==> config.mk <==
export PLATFORM = sky130hd
export DESIGN_NAME = sprite_overlay_top
export DESIGN_NICKNAME = d
export VERILOG_FILES = /design/src/vga_pkg.sv /design/src/vga_timing.sv /design/src/sprite_regs.sv /design/src/sprite_layer.sv /design/src/pixel_out.sv /design/src/sprite_overlay_top.sv
export SDC_FILE = /design/constraint.sdc
export NUM_CORES = 1
export LEC_CHECK = 0
export ABC_AREA = 1
export BUFFER_PORTS_ARGS = -buffer_cell sky130_fd_sc_hd__buf_2
export CORE_ASPECT_RATIO = 0.8
export CORE_MARGIN = 4
export CORE_UTILIZATION = 26
export DETAILED_ROUTE_END_ITERATION = 12
export SLEW_MARGIN = 20
export SYNTH_ARGS = -nofsm -noshare
export SYNTH_HDL_FRONTEND = slang
export SYNTH_SLANG_ARGS = --single-unit
==> constraint.sdc <==
create_clock -name clk -period 2.15 [get_ports clk]
set_input_delay 0.1075 -clock clk [delete_from_list [all_inputs] [get_ports clk]]
set_output_delay 0.1075 -clock clk [all_outputs]
set_load 0.02 [all_outputs]
==> src/sprite.mem <==
// 8x4 sprite, row-major (row * 8 + column), 12-bit RGB; 02F is transparent.
02F
02F
A10
A11
A12
A13
02F
02F
02F
B21
B22
B23
B24
B25
B26
02F
C30
C31
C32
C33
C34
C35
C36
C37
02F
D41
02F
D43
D44
02F
D46
02F

==> src/vga_pkg.sv <==
`default_nettype none

package vga_pkg;

    // 800x600 at 40 MHz, 1056x628 total.
    localparam int h_active = 800;
    localparam int h_front  = 40;
    localparam int h_sync   = 128;
    localparam int h_total  = 1056;

    localparam int v_active = 600;
    localparam int v_front  = 1;
    localparam int v_sync   = 4;
    localparam int v_total  = 628;

    localparam int spr_width  = 8;
    localparam int spr_height = 4;
    localparam int spr_xw     = $clog2(spr_width);
    localparam int spr_yw     = $clog2(spr_height);
    localparam int spr_words  = spr_width * spr_height;

    localparam logic [11:0] transp_key = 12'h02F; // Never painted.

    localparam int n_layers      = 4;
    localparam int layer_aw      = $clog2(n_layers);
    localparam int layer_latency = 3;

    // Offsets inside each 16-byte layer window.
    localparam logic [3:0] reg_pos_x = 4'h0;
    localparam logic [3:0] reg_pos_y = 4'h4;
    localparam logic [3:0] reg_ctrl  = 4'h8;
    localparam logic [7:0] reg_bg    = 8'h40;

    typedef logic [10:0] coord_t;
    typedef logic [11:0] rgb_t;

    typedef enum logic [1:0] {
        idle,
        setup,
        access
    } apb_state_t;

endpackage

`default_nettype wire

==> src/vga_timing.sv <==
`timescale 1ns/1ns
`default_nettype none

module vga_timing (
    input  logic            clk,
    input  logic            rst,
    output vga_pkg::coord_t hcount,
    output vga_pkg::coord_t vcount,
    output logic            hsync,
    output logic            vsync,
    output logic            hblnk,
    output logic            vblnk
);
    import vga_pkg::*;

    coord_t h_nxt;
    coord_t v_nxt;

    // Decodes are taken from the next count so they line up with the counters.
    always_comb begin
        h_nxt = hcount + 11'd1;
        v_nxt = vcount;
        if (hcount == coord_t'(h_total - 1)) begin
            h_nxt = '0;
            v_nxt = (vcount == coord_t'(v_total - 1)) ? '0 : vcount + 11'd1;
        end
    end

    always_ff @(posedge clk) begin
        if (rst) begin
            hcount <= '0;
            vcount <= '0;
            hsync  <= 1'b0;
            vsync  <= 1'b0;
            hblnk  <= 1'b0;
            vblnk  <= 1'b0;
        end else begin
            hcount <= h_nxt;
            vcount <= v_nxt;
            hblnk  <= h_nxt >= coord_t'(h_active);
            vblnk  <= v_nxt >= coord_t'(v_active);
            hsync  <= (h_nxt >= coord_t'(h_active + h_front)) &&
                      (h_nxt <  coord_t'(h_active + h_front + h_sync));
            vsync  <= (v_nxt >= coord_t'(v_active + v_front)) &&
                      (v_nxt <  coord_t'(v_active + v_front + v_sync));
        end
    end

endmodule

`default_nettype wire

==> src/sprite_regs.sv <==
`timescale 1ns/1ns
`default_nettype none

module sprite_regs (
    input  logic                                 clk,
    input  logic                                 rst,
    input  logic                                 psel,
    input  logic                                 penable,
    input  logic                                 pwrite,
    input  logic [7:0]                           paddr,
    input  logic [31:0]                          pwdata,
    input  vga_pkg::coord_t                      hcount,
    input  vga_pkg::coord_t                      vcount,
    output logic [31:0]                          prdata,
    output logic                                 pready,
    output logic                                 pslverr,
    output logic [vga_pkg::n_layers*11-1:0]      layer_x,
    output logic [vga_pkg::n_layers*11-1:0]      layer_y,
    output logic [vga_pkg::n_layers-1:0]         layer_en,
    output logic [vga_pkg::n_layers-1:0]         layer_flip,
    output vga_pkg::rgb_t                        bg_rgb
);
    import vga_pkg::*;

    apb_state_t          state;
    logic                access_cyc;
    logic                layer_ok;
    logic                bg_sel;
    logic                mapped;
    logic [layer_aw-1:0] idx;
    logic [3:0]          offs;

    coord_t              pos_x_r [n_layers];
    coord_t              pos_y_r [n_layers];
    logic [n_layers-1:0] en_r;
    logic [n_layers-1:0] flip_r;
    rgb_t                bg_r;

    // State holds the bus phase of the previous cycle.
    always_ff @(posedge clk) begin
        if (rst) begin
            state <= idle;
        end else if (!psel) begin
            state <= idle;
        end else begin
            state <= penable ? access : setup;
        end
    end

    assign access_cyc = psel && penable && (state == setup);

    assign idx      = paddr[4 +: layer_aw];
    assign offs     = paddr[3:0];
    assign bg_sel   = (paddr == reg_bg);
    assign layer_ok = (paddr[7:4] < 4'(n_layers)) &&
                      (offs == reg_pos_x || offs == reg_pos_y || offs == reg_ctrl);
    assign mapped   = layer_ok || bg_sel;

    assign pready  = 1'b1;
    assign pslverr = access_cyc && !mapped;

    always_comb begin
        prdata = '0;
        if (bg_sel) begin
            prdata[11:0] = bg_r;
        end else if (layer_ok) begin
            case (offs)
                reg_pos_x: prdata[10:0] = pos_x_r[idx];
                reg_pos_y: prdata[10:0] = pos_y_r[idx];
                default:   prdata[1:0]  = {flip_r[idx], en_r[idx]};
            endcase
        end
    end

    always_ff @(posedge clk) begin
        if (rst) begin
            for (int k = 0; k < n_layers; k++) begin
                pos_x_r[k] <= '0;
                pos_y_r[k] <= '0;
            end
            en_r   <= '0;
            flip_r <= '0;
            bg_r   <= '0;
        end else if (access_cyc && pwrite && mapped) begin
            if (bg_sel) begin
                bg_r <= pwdata[11:0];
            end else begin
                case (offs)
                    reg_pos_x: pos_x_r[idx] <= pwdata[10:0];
                    reg_pos_y: pos_y_r[idx] <= pwdata[10:0];
                    default: begin
                        en_r[idx]   <= pwdata[0];
                        flip_r[idx] <= pwdata[1];
                    end
                endcase
            end
        end
    end

    // Layers see new settings only from the top-left pixel onward.
    always_ff @(posedge clk) begin
        if (rst) begin
            layer_x    <= '0;
            layer_y    <= '0;
            layer_en   <= '0;
            layer_flip <= '0;
            bg_rgb     <= '0;
        end else if (hcount == '0 && vcount == '0) begin
            for (int k = 0; k < n_layers; k++) begin
                layer_x[k*11 +: 11] <= pos_x_r[k];
                layer_y[k*11 +: 11] <= pos_y_r[k];
            end
            layer_en   <= en_r;
            layer_flip <= flip_r;
            bg_rgb     <= bg_r;
        end
    end

    apb_enable_after_setup: assert property (
        @(posedge clk) disable iff (rst) penable |-> psel && state == setup
    );

endmodule

`default_nettype wire

==> src/sprite_layer.sv <==
`timescale 1ns/1ns
`default_nettype none

module sprite_layer (
    input  logic            clk,
    input  logic            rst,
    input  vga_pkg::coord_t pos_x,
    input  vga_pkg::coord_t pos_y,
    input  logic            enable,
    input  logic            flip,
    input  vga_pkg::coord_t hcount_in,
    input  vga_pkg::coord_t vcount_in,
    input  logic            hsync_in,
    input  logic            vsync_in,
    input  logic            hblnk_in,
    input  logic            vblnk_in,
    input  vga_pkg::rgb_t   rgb_in,
    input  logic [1:0]      hit_in,
    output vga_pkg::coord_t hcount_out,
    output vga_pkg::coord_t vcount_out,
    output logic            hsync_out,
    output logic            vsync_out,
    output logic            hblnk_out,
    output logic            vblnk_out,
    output vga_pkg::rgb_t   rgb_out,
    output logic [1:0]      hit_out
);
    import vga_pkg::*;

    rgb_t rom [spr_words];

    initial $readmemh("/design/src/sprite.mem", rom);

    logic                    in_box;
    logic                    paint;
    coord_t                  dx;
    coord_t                  dy;
    logic [spr_xw-1:0]       col;
    logic [spr_xw+spr_yw-1:0] rom_addr;
    rgb_t                    pixel;
    rgb_t                    rgb_nxt;
    logic [1:0]              hit_nxt;

    coord_t     hc_q    [layer_latency];
    coord_t     vc_q    [layer_latency];
    logic       hsync_q [layer_latency];
    logic       vsync_q [layer_latency];
    logic       hblnk_q [layer_latency];
    logic       vblnk_q [layer_latency];
    rgb_t       rgb_q   [layer_latency];
    logic [1:0] hit_q   [layer_latency];

    // Window is compared one bit wider so a sprite at the right edge never wraps.
    assign in_box = enable && !hblnk_in && !vblnk_in &&
                    (hcount_in >= pos_x) &&
                    ({1'b0, hcount_in} < {1'b0, pos_x} + 12'(spr_width)) &&
                    (vcount_in >= pos_y) &&
                    ({1'b0, vcount_in} < {1'b0, pos_y} + 12'(spr_height));

    assign dx       = hcount_in - pos_x;
    assign dy       = vcount_in - pos_y;
    assign col      = flip ? ~dx[spr_xw-1:0] : dx[spr_xw-1:0]; // Mirror is 7 minus column.
    assign rom_addr = {dy[spr_yw-1:0], col};
    assign pixel    = rom[rom_addr];
    assign paint    = in_box && (pixel != transp_key);

    assign rgb_nxt = paint ? pixel : rgb_in;
    assign hit_nxt = (paint && hit_in != 2'd3) ? hit_in + 2'd1 : hit_in;

    always_ff @(posedge clk) begin
        if (rst) begin
            for (int i = 0; i < layer_latency; i++) begin
                hc_q[i]    <= '0;
                vc_q[i]    <= '0;
                hsync_q[i] <= 1'b0;
                vsync_q[i] <= 1'b0;
                hblnk_q[i] <= 1'b0;
                vblnk_q[i] <= 1'b0;
                rgb_q[i]   <= '0;
                hit_q[i]   <= '0;
            end
        end else begin
            hc_q[0]    <= hcount_in;
            vc_q[0]    <= vcount_in;
            hsync_q[0] <= hsync_in;
            vsync_q[0] <= vsync_in;
            hblnk_q[0] <= hblnk_in;
            vblnk_q[0] <= vblnk_in;
            rgb_q[0]   <= rgb_nxt;
            hit_q[0]   <= hit_nxt;
            for (int i = 1; i < layer_latency; i++) begin
                hc_q[i]    <= hc_q[i-1];
                vc_q[i]    <= vc_q[i-1];
                hsync_q[i] <= hsync_q[i-1];
                vsync_q[i] <= vsync_q[i-1];
                hblnk_q[i] <= hblnk_q[i-1];
                vblnk_q[i] <= vblnk_q[i-1];
                rgb_q[i]   <= rgb_q[i-1];
                hit_q[i]   <= hit_q[i-1];
            end
        end
    end

    assign hcount_out = hc_q[layer_latency-1];
    assign vcount_out = vc_q[layer_latency-1];
    assign hsync_out  = hsync_q[layer_latency-1];
    assign vsync_out  = vsync_q[layer_latency-1];
    assign hblnk_out  = hblnk_q[layer_latency-1];
    assign vblnk_out  = vblnk_q[layer_latency-1];
    assign rgb_out    = rgb_q[layer_latency-1];
    assign hit_out    = hit_q[layer_latency-1];

    // A single layer adds at most one hit to the pixel it delays.
    hit_step_bound: assert property (
        @(posedge clk) disable iff (rst)
        3'(hit_out) <= 3'($past(hit_in, layer_latency)) + 3'd1
    );

endmodule

`default_nettype wire

==> src/pixel_out.sv <==
`timescale 1ns/1ns
`default_nettype none

module pixel_out (
    input  logic            clk,
    input  logic            rst,
    input  vga_pkg::coord_t hcount_in,
    input  vga_pkg::coord_t vcount_in,
    input  logic            hsync_in,
    input  logic            vsync_in,
    input  logic            hblnk_in,
    input  logic            vblnk_in,
    input  vga_pkg::rgb_t   rgb_in,
    input  logic [1:0]      hit_in,
    output vga_pkg::coord_t hcount,
    output vga_pkg::coord_t vcount,
    output logic            hsync,
    output logic            vsync,
    output logic            hblnk,
    output logic            vblnk,
    output vga_pkg::rgb_t   rgb,
    output logic            frame_done,
    output logic            frame_collision
);
    import vga_pkg::*;

    logic active;
    logic vblnk_rise;
    logic sticky;

    assign active     = !hblnk_in && !vblnk_in;
    assign vblnk_rise = vblnk_in && !vblnk; // The vblnk output is the previous input.

    always_ff @(posedge clk) begin
        if (rst) begin
            hcount          <= '0;
            vcount          <= '0;
            hsync           <= 1'b0;
            vsync           <= 1'b0;
            hblnk           <= 1'b0;
            vblnk           <= 1'b0;
            rgb             <= '0;
            frame_done      <= 1'b0;
            frame_collision <= 1'b0;
            sticky          <= 1'b0;
        end else begin
            hcount     <= hcount_in;
            vcount     <= vcount_in;
            hsync      <= hsync_in;
            vsync      <= vsync_in;
            hblnk      <= hblnk_in;
            vblnk      <= vblnk_in;
            rgb        <= active ? rgb_in : rgb_t'(0);
            frame_done <= vblnk_rise;
            if (vblnk_rise) begin
                frame_collision <= sticky;
                sticky          <= 1'b0;
            end else if (active && hit_in >= 2'd2) begin
                sticky <= 1'b1; // Two opaque sprites share this pixel.
            end
        end
    end

endmodule

`default_nettype wire

==> src/sprite_overlay_top.sv <==
`timescale 1ns/1ns
`default_nettype none

module sprite_overlay_top (
    input  logic            clk,
    input  logic            rst,
    input  logic            psel,
    input  logic            penable,
    input  logic            pwrite,
    input  logic [7:0]      paddr,
    input  logic [31:0]     pwdata,
    output logic [31:0]     prdata,
    output logic            pready,
    output logic            pslverr,
    output vga_pkg::coord_t hcount,
    output vga_pkg::coord_t vcount,
    output logic            hsync,
    output logic            vsync,
    output logic            hblnk,
    output logic            vblnk,
    output vga_pkg::rgb_t   rgb,
    output logic            frame_done,
    output logic            frame_collision
);
    import vga_pkg::*;

    // Element 0 is the raw raster, element k+1 leaves layer k.
    coord_t     hc    [n_layers+1];
    coord_t     vc    [n_layers+1];
    logic       hs    [n_layers+1];
    logic       vs    [n_layers+1];
    logic       hb    [n_layers+1];
    logic       vb    [n_layers+1];
    rgb_t       rgb_c [n_layers+1];
    logic [1:0] hit_c [n_layers+1];

    logic [n_layers*11-1:0] layer_x;
    logic [n_layers*11-1:0] layer_y;
    logic [n_layers-1:0]    layer_en;
    logic [n_layers-1:0]    layer_flip;
    rgb_t                   bg_rgb;

    vga_timing u_timing (
        .clk    (clk),
        .rst    (rst),
        .hcount (hc[0]),
        .vcount (vc[0]),
        .hsync  (hs[0]),
        .vsync  (vs[0]),
        .hblnk  (hb[0]),
        .vblnk  (vb[0])
    );

    sprite_regs u_regs (
        .clk        (clk),
        .rst        (rst),
        .psel       (psel),
        .penable    (penable),
        .pwrite     (pwrite),
        .paddr      (paddr),
        .pwdata     (pwdata),
        .hcount     (hc[0]),
        .vcount     (vc[0]),
        .prdata     (prdata),
        .pready     (pready),
        .pslverr    (pslverr),
        .layer_x    (layer_x),
        .layer_y    (layer_y),
        .layer_en   (layer_en),
        .layer_flip (layer_flip),
        .bg_rgb     (bg_rgb)
    );

    assign rgb_c[0] = bg_rgb;
    assign hit_c[0] = 2'd0;

    for (genvar k = 0; k < n_layers; k++) begin : g_layer
        sprite_layer u_layer (
            .clk        (clk),
            .rst        (rst),
            .pos_x      (layer_x[k*11 +: 11]),
            .pos_y      (layer_y[k*11 +: 11]),
            .enable     (layer_en[k]),
            .flip       (layer_flip[k]),
            .hcount_in  (hc[k]),
            .vcount_in  (vc[k]),
            .hsync_in   (hs[k]),
            .vsync_in   (vs[k]),
            .hblnk_in   (hb[k]),
            .vblnk_in   (vb[k]),
            .rgb_in     (rgb_c[k]),
            .hit_in     (hit_c[k]),
            .hcount_out (hc[k+1]),
            .vcount_out (vc[k+1]),
            .hsync_out  (hs[k+1]),
            .vsync_out  (vs[k+1]),
            .hblnk_out  (hb[k+1]),
            .vblnk_out  (vb[k+1]),
            .rgb_out    (rgb_c[k+1]),
            .hit_out    (hit_c[k+1])
        );
    end

    pixel_out u_drain (
        .clk             (clk),
        .rst             (rst),
        .hcount_in       (hc[n_layers]),
        .vcount_in       (vc[n_layers]),
        .hsync_in        (hs[n_layers]),
        .vsync_in        (vs[n_layers]),
        .hblnk_in        (hb[n_layers]),
        .vblnk_in        (vb[n_layers]),
        .rgb_in          (rgb_c[n_layers]),
        .hit_in          (hit_c[n_layers]),
        .hcount          (hcount),
        .vcount          (vcount),
        .hsync           (hsync),
        .vsync           (vsync),
        .hblnk           (hblnk),
        .vblnk           (vblnk),
        .rgb             (rgb),
        .frame_done      (frame_done),
        .frame_collision (frame_collision)
    );

endmodule

`default_nettype wire

-- After elaboration in Yosys (flattened, before gate mapping)
Memories as Yosys holds them, arrays and structs flattened. A register that Yosys moved wholly into a read port is not among the register bits.
Cells that the tools add are included.
- register bits after elaboration: 69
- bits in writable memories: 568
- bits of input ports: 45
- output and inout bits: 74
- logic and storage cells: 413
- memories: 34
- add/sub/neg operators: 13
- order comparisons: 26
- equality and inequality tests: 13
- mux-type cells: 140
- bitwise logic cells: 100
- reductions and logical operators: 70
- memories (memory ; depth ; width ; read ports ; clocked after memory_dff ; wr ports ; line ; text):
    u_regs.pos_x_r ; 4 ; 11 ; 5 ; 4 ; 4 ; sprite_regs.sv:33 ; coord_t pos_x_r [n_layers];
    u_regs.pos_y_r ; 4 ; 11 ; 5 ; 4 ; 4 ; sprite_regs.sv:34 ; coord_t pos_y_r [n_layers];
    g_layer[0].u_layer.rgb_q ; 3 ; 12 ; 3 ; 0 ; 3 ; sprite_layer.sv:50 ; rgb_t rgb_q [layer_latency];
    g_layer[1].u_layer.rgb_q ; 3 ; 12 ; 3 ; 0 ; 3 ; sprite_layer.sv:50 ;
    g_layer[2].u_layer.rgb_q ; 3 ; 12 ; 3 ; 0 ; 3 ; sprite_layer.sv:50 ;
    g_layer[3].u_layer.rgb_q ; 3 ; 12 ; 3 ; 1 ; 3 ; sprite_layer.sv:50 ;
    28 more memories ; -- ; -- ; -- ; -- ; -- ; -- ;
- operators with widths (operator ; count):
    11-bit two-way mux ; 31
    12-bit two-way mux ; 16
    11-bit by 12-bit less-than comparator with 1-bit output ; 8
    1-bit bitwise OR ; 96
    11-bit greater-or-equal comparator ; 8
    1-bit two-way mux ; 68
    11-bit by 3-bit adder with 12-bit output (second input constant) ; 4
    11-bit by 4-bit adder with 12-bit output (second input constant) ; 4
    12-bit by 6-bit inequality test with 1-bit output (both inputs constant) ; 4
    11-bit by 10-bit greater-or-equal comparator with 1-bit output (second input constant) ; 4
    1-bit logical AND ; 44
    2-bit two-way mux ; 18
    11-bit by 1-bit adder with 11-bit output (second input constant) ; 2
    11-bit logical NOT ; 2
    11-bit by 10-bit less-than comparator with 1-bit output (second input constant) ; 2
    11-bit OR reduction ; 2
    9-bit case mux with 2 select lines ; 1
    1-bit logical NOT ; 12
    11-bit by 10-bit equality test with 1-bit output (second input constant) ; 1
    11-bit equality test (second input constant) ; 1
    4-bit bitwise mux ; 2
    8-bit by 7-bit equality test with 1-bit output (second input constant) ; 1
    2-bit OR reduction ; 4
    2-bit by 1-bit adder with 2-bit output (second input constant) ; 3
    other kinds (16) ; 24

-- Longest topological paths before layout
Gate-level depths: netlist of run 1.
An unclocked memory read counts as a cell.
- word-level depth: 12
- depth in mapped cells: 14
- depth with buffers taken out: 14

-- Modules after synthesis
From an unflattened synthesis of run 1, not the netlist that was laid out.
- cells, all modules: 3096
- area, all modules: 26965.9 µm²
- modules (own cells, without submodules) (module ; instances ; cells each ; area each (µm²) ; seq. area each (µm²)):
    sprite_layer ; 4 ; 409 ; 3707.3 ; 2402.3
    sprite_regs ; 1 ; 1081 ; 9290.2 ; 5245.0
    vga_timing ; 1 ; 244 ; 1600.3 ; 520.5
    pixel_out ; 1 ; 134 ; 1242.4 ; 820.8
    sprite_overlay_top ; 1 ; 1 ; 3.8 ; 0.0

-- Least setup slack after synthesis of run 1
Ideal clock, no wire load.
- path kind: input -> register
- start point: input paddr[1]
- end point: memory u_regs.pos_x_r[3][0] (netlist name), enable pin
- setup time: 394 ps
- arrival time: 1881 ps
- data required time: 1756 ps
- slack: -126 ps
- stages on the path: 10
- buffers on the path: 0
- cells stage by stage: nor2_2 > inv_2 > nor2_4 > nand2_2 > inv_2 > nand2_2 > nand2_2 > nand2_2 > or3_4 > o21ai_0
- RTL lines (what ; line ; text):
    start, declared ; sprite_overlay_top.sv:10 ; input logic [7:0] paddr,
    end, declared ; sprite_regs.sv:33 ;

==> out/qor.yml, run 1 <==
run_status:
  status: "completed"
finish:
  nNetsFinal: 2472
  drive_gt1_frac: 0.1044
  synthToLayoutAreaGrowth_pct: 19.68
  final_util: 0.3145
  fill_cells: 8154
  final_cell_count_no_fill: 3507
  fin_area_sq_um: 24800
synthesis:
  synthArstFlopShare: 0
  syn_avg_cell_area_sq_um: 8.963
  ys_types: 31
  synthDominantCellAreaShare: 0.5362
  synth-simple-area-share: 0.1678
  yosysSeqAreaShare: 0.6637
  synth_top_cells_by_count: "645 x nor2_1, 555 x dfxtp_1, 532 x inv_1"
  synth-xor-area-share: 0.001691
  ys.flop_type: "dfxtp_1"
  yosys-top-cells-area: "dfxtp_1 54%, edfxtp_1 13%, nor2_1 12%, inv_1 9.6%, nand2_1 2.0%"
  synthCells: 2312
  synth-seq-cells: 643
  yosysWarnings: 0
  synthesis.area_sq_um: 20720
  synth_top_family_by_area: "simple AND/OR/NAND/NOR gates"
  synth.area.mux_share: 0
  synth_edf_count: 88
  synthAdderAreaFrac: 0.002415
  yosysTopAreaCell: "dfxtp_1"
  synth_compound_area_frac: 0.03949
  yosysMostFrequentCell: "nor2_1"
timing:
  maxSlewViolCount: 0
  setup_viol: 0
  fin_crit_sh: 0.9574
  worst_slack_ns: 0.09167
  layout_min_cycle_time_ns: 2.058
  slew_headroom: 0.2681
  report.final.hold_viol_count: 0
  max_freq_ghz: 0.4858
  fin_skew_ns: 0.02264
  tightest_slew_ns: 1.098
placed_design:
  dp.cells: 3372
  routabilityCongestion: 0.8150
  pre_cts_ws_ns: 0.08736
  io_buffers: 76
  place_hpwl_um: 20690
  place_area_sq_um: 22300
critical_path:
  rr_startpoint: "u_regs.state[0]$_SDFF_PP0_"
  path_buf_inv: 1
  worst_ep_required_time_ns: 2.04
  r2r_setup_slack_ns: 0.13
  critPathSlowestCell: "edfxtp_1"
  path_delay_family: "compound AO/OA/AOI/OAI gates"
  endpoint_kind: "output port"
  rr_endpoint: "u_regs.pos_x_r[0][9]$_SDFFCE_PN0P_"
  worstPathArrival_ns: 1.95
  cpPeakStageDelay_ns: 0.38
  path_cells: "a22oi_1, a21oi_1, o21ai_0, nand2_1, buf_2"
  crit_fanout: 1
  worst_r2r_path_depth: 10
  worstSetupPathDepth: 5
  critPathKind: "reg -> out"
  startpoint_type: "register"
cts:
  cts_tree: "done"
  cts-buffers-inserted: 66
  cts_sinks: 643
  clk_latency_ns: 0.60
  clock_path_buffers: 3
  htree_num_levels: 3
  cts_root_buffer: "clkbuf_16"
  path_clk_slew_ns: 0.06
min_path:
  hp-class: "in -> reg"
  min_from: "pwdata[1]"
  hold_depth: 3
  hold_end: "u_regs.bg_r[1]$_SDFFE_PP0P_"
floorplan:
  rows: 92
  die_w_um: 323.6
  dieArea_sq_um: 84310
  chipHeight_um: 260.5
  start_util: 0.2628
  boundaryPins: 119
  core_area_sq_um: 78850
pwr:
  power_leakage_uw: 0.009739
  p_per_area_nw_per_um2: 994.1
  peakVddDrop_v: 0.0004895
detailed_routing:
  routed_via_density: 3.661
  vias: 12840
  first_pass_iters: 6
  ant_nets: 0
  wl_um: 34500
  drc: 0
  wl_per_cell_um: 9.837
  detailedRoute.firstIterationViolations: 984
global_routing:
  grt_max_degree: 238
  grt_pass1_vias: 11860
  grt_pass1_wl_um: 57800
  grt_use_total: 0.08310
  gr-total-overflow: 0
  antenna_found_initial: 3
run:
  drv_cap: 0
timing repair:
| item | 4_1_cts | 5_1_grt |
|---|---|---|
| endpoints found under the hold margin | 16 | 0 |
| hold buffers | 14 | 0 |
| gates resized for setup | 0 | 15 |
| endpoints found under the setup margin | 0 | 26 |
| buffers inserted | 0 | 2 |
cells in the final DEF, fill, tap and decap left out, types with 8 or more instances in the layout:
cell	count
nand3_1	38
nand4_1	16
a22oi_1	36
o21ai_0	39
inv_1	531
dlygate4sd3_1	14
clkinv_1	11
nor3_2	9
buf_2	75
nor2_1	643
conb_1	22
a21oi_1	40
inv_2	10
clkbuf_16	66
edfxtp_1	88
clkinv_2	8
nor3_1	26
dfxtp_1	554
buf_4	38
a211oi_1	12
nand2_1	111
bufinv_16	8
clkbuf_1	16
how the worst max path moves through the flow:
stage                                            start                            endpoint
floorplan                                     paddr[1]      u_regs.pos_y_r[3][0]$_DFFE_PP_
global placement                              paddr[1]  u_regs.pos_x_r[2][9]$_SDFFCE_PN0P_
detailed placement       u_timing.hcount[1]$_SDFF_PP0_           u_timing.vsync$_SDFF_PP0_
CTS                      u_timing.hcount[1]$_SDFF_PP0_           u_timing.vsync$_SDFF_PP0_
global route                u_regs.state[0]$_SDFF_PP0_  u_regs.pos_x_r[0][9]$_SDFFCE_PN0P_
finish              u_regs.pos_x_r[1][3]$_SDFFCE_PN0P_                           prdata[3]
cell type report:
type	instances	area, sq um	share of cell area
Sequential cell	643	13750	0.5546
Multi-Input combinational cell	1030	4512	0.1819
Inverter	550	2064	0.08325
Clock buffer	88	1794	0.07235
Tap cell	1034	1294	0.05217
Timing Repair Buffer	132	887.1	0.03577
Clock inverter	29	491.7	0.01983
Antenna cell	1	2.502	0.0001009
metrics by stage:
| step | setup TNS, ns | hold WS [ns] | total power (uW) |
|---|---|---|---|
| 2_1_floorplan | 0 | 0.1799 | 13000 |
| 3_3_place_gp | 0 | 0.3152 | 13170 |
| 3_5_place_dp | 0 | 0.3284 | 13180 |
| 4_1_cts | 0 | 0.04221 | 25040 |
| 5_1_grt | -0.01598 | 0.08402 | 25640 |
| 6_report | 0 | 0.08222 | 24650 |
sequential cells by signal, indices dropped and copies added, names as in the netlist, 12 cells and up:
register,cells
g_layer.u_layer.vc_q,132
g_layer.u_layer.hsync_q,12
g_layer.u_layer.rgb_q,144
u_regs.pos_y_r,44
u_regs.bg_r,12
g_layer.u_layer.hc_q,132
u_drain.rgb,12
g_layer.u_layer.vsync_q,12
g_layer.u_layer.hblnk_q,12
u_regs.bg_rgb,12
g_layer.u_layer.vblnk_q,12
u_regs.pos_x_r,44
cell families (layout without fill, tap and decap cells):
logic type	count (synthesis)	in the layout
adders and majority gates	4	4
buffers and inverters	660	799
xor gates and xnor gates	4	4
and+or+nand+nor	862	863
other	2	23
AOI/OAI and AO/OA	137	137
DFF	643	643
routing by layer:
layer / GRT usage / part of all wire
met5: 0 / 0.00064
met4: 0.03577 / 0.032
met3: 0.02388 / 0.063
met2: 0.1236 / 0.41
met1: 0.1125 / 0.50
worst min-delay path, cell delays in order:
cell,delay [ns]
buf_2,0.08
inv_1,0.24
a21oi_1,0.21
power by group:
group          internal, uW  switching, uW
Combinational           153            467
Sequential            12300           30.6
Clock                  6960           4770
Power figures use the tool's default switching activity.
==> inputs of run 2 (changes only) <==
Settings changed: RECOVER_POWER set to 100.
==> run 2 against run 1 <==
Effect of this change:
- the run now ends with max-capacitance violations, max-slew violations left
- sequential power is essentially flat
- critical path depth unchanged
- non-clock buffer count unchanged
- register-to-register slack barely moved
- via count is 0.23% lower
- first-iteration DRC count down 7.2%
- cell area shrank 0.70%
- highest routed layer unchanged
==> out/qor.yml, run 2 (synthesis results as in run 1) <==
timing:
  report.final.hold_viol_count: 0
  worst_slack_ns: 0.1088
  layout_min_cycle_time_ns: 2.041
  slew_headroom: -0.3349
  fin_skew_ns: 0.02333
  fin_setup_tns_ns: 0
  setup_viol: 0
  fin_crit_sh: 0.9494
  tightest_slew_ns: 2.002
  rsz0062_at_grt: "false"
  maxSlewViolCount: 288
  max_freq_ghz: 0.4899
floorplan:
  rows: 92
  dieArea_sq_um: 84310
  core_area_sq_um: 78850
  chipHeight_um: 260.5
  start_util: 0.2628
  boundaryPins: 119
  die_w_um: 323.6
detailed_routing:
  drc: 0
  dr_wl_met3_um: 2244
  highest_layer: "met5"
  wl_um: 34510
  m1WireLength_um: 17040
  met2WireLength_um: 14190
  first_pass_iters: 5
  routed_via_density: 3.652
  wl_per_cell_um: 9.841
  detailedRoute.firstIterationViolations: 913
  vias: 12810
  ant_nets: 0
placed_design:
  io_buffers: 76
  routabilityCongestion: 0.8150
  place_hpwl_um: 20690
  dp.cells: 3372
  pre_cts_ws_ns: 0.08736
cts:
  cts_root_buffer: "clkbuf_16"
  cts-buffers-inserted: 66
  htree_num_levels: 3
  cts_tree: "done"
  path_clk_slew_ns: 0.06
  cts_sinks: 643
  clock_path_buffers: 3
  clk_latency_ns: 0.60
finish:
  final_cell_mix: "643 x nor2_1, 554 x dfxtp_1, 531 x inv_1"
  largest_reg_flops: 144
  multiInputGateArea_sq_um: 4464
  final_cell_count_no_fill: 3507
  synthToLayoutAreaGrowth_pct: 18.84
  final_common_cell: "nor2_1"
  largest-register: "g_layer.u_layer.rgb_q"
  fill_cells: 8213
  drive_gt1_frac: 0.07888
  nNetsFinal: 2472
  largestRegisters: "g_layer.u_layer.rgb_q: 144 flops, g_layer.u_layer.hc_q: 132 flops, g_layer.u_layer.vc_q: 132 flops"
  final_util: 0.3123
  seqCellArea_sq_um: 13750
run_status:
  violations: "max-capacitance violations, max-slew violations"
  status: "finished with violations"
critical_path:
  worstPathArrival_ns: 1.93
  crit_fanout: 1
  startpoint_type: "register"
  critPathKind: "reg -> out"
  worst_ep_required_time_ns: 2.04
  endpoint_kind: "output port"
global_routing:
  grt_pass1_vias: 11860
  antenna_found_initial: 3
  gr-total-overflow: 0
  grt_use_total: 0.08310
  grt_max_degree: 238
  grt_pass1_wl_um: 57800
pwr:
  power_leakage_uw: 0.009487
  peakVddDrop_v: 0.0004900
  p_per_area_nw_per_um2: 1000
run:
  drv_cap: 2
min_path:
  hp-class: "in -> reg"
-- run 2: changes by cell type in the layout (fill, tap and decap cells not counted) --
| cell | before | now |
|---|---|---|
| clkbuf_4 | 0 | 4 |
| nand2_1 | 111 | 112 |
| buf_4 | 38 | 16 |
| clkbuf_2 | 0 | 16 |
| nor3_1 | 26 | 35 |
| clkbuf_1 | 16 | 69 |
| nor3_2 | 9 | 0 |
| nand2_2 | 7 | 6 |
| buf_12 | 3 | 2 |
| buf_2 | 75 | 25 |
-- run 2: final timing paths --
path	from	to	slack, ns	cells after the start
max reg2reg	u_regs.state[0]$_SDFF_PP0_	u_regs.pos_x_r[3][10]$_DFFE_PP_	0.12	8
max	u_regs.pos_x_r[1][3]$_SDFFCE_PN0P_	prdata[3]	0.11	5
min	pwdata[1]	u_regs.bg_r[1]$_SDFFE_PP0P_	0.08	3
min reg2reg	g_layer[2].u_layer.rgb_q[0][24]$_SDFF_PP0_	g_layer[3].u_layer.rgb_q[0][0]$_SDFF_PP0_	0.38	2
-- run 2: per-layer routing --
| metal | vias up | track usage |
|---|---|---|
| met1 | 5499 | 0.1125 |
| met3 | 79 | 0.02388 |
| li1 | 6948 | - |
| met2 | 278 | 0.1236 |
| met5 | - | 0 |
| met4 | 4 | 0.03577 |
-- run 2: critical path: stages (launching register included) --
cell and delay (ns):
edfxtp_1 0.38, a22oi_1 0.24, a21oi_1 0.13, o21ai_0 0.24, nand2_1 0.15, clkbuf_2 0.18
-- run 2: power breakdown --
group          internal [uW]  switching [uW]  total (uW)
logic                    142             461         603
registers              12300            30.7       12300
clock network           6960            4770       11700
-- run 2: cell type report --
| cell class | count | share of cell area |
|---|---|---|
| flip-flops and latches | 643 | 0.5585 |
| multi-input cells | 1030 | 0.1813 |
| inverters | 550 | 0.08383 |
| clock buffers | 88 | 0.07286 |
| well taps | 1034 | 0.05254 |
| repair buffers | 132 | 0.03089 |
| clock inverters | 29 | 0.01997 |
| diodes | 1 | 0.0001016 |
-- run 2: what timing repair did --
item,in CTS,in global routing
buffers inserted,0,2
setup endpoints to repair,0,26
hold endpoints to repair,16,0
hold buffers,14,0
gates resized for setup,0,15
-- run 2: through the flow --
stage               hold WS [ns]  instance area (sq um)  power (uW)
floorplan                 0.1799                  20800       13000
global placement          0.3152                  22300       13170
detailed placement        0.3284                  22300       13180
CTS                      0.04221                  24730       25040
global route             0.07506                  24630       25620
finish                   0.07720                  24630       24640
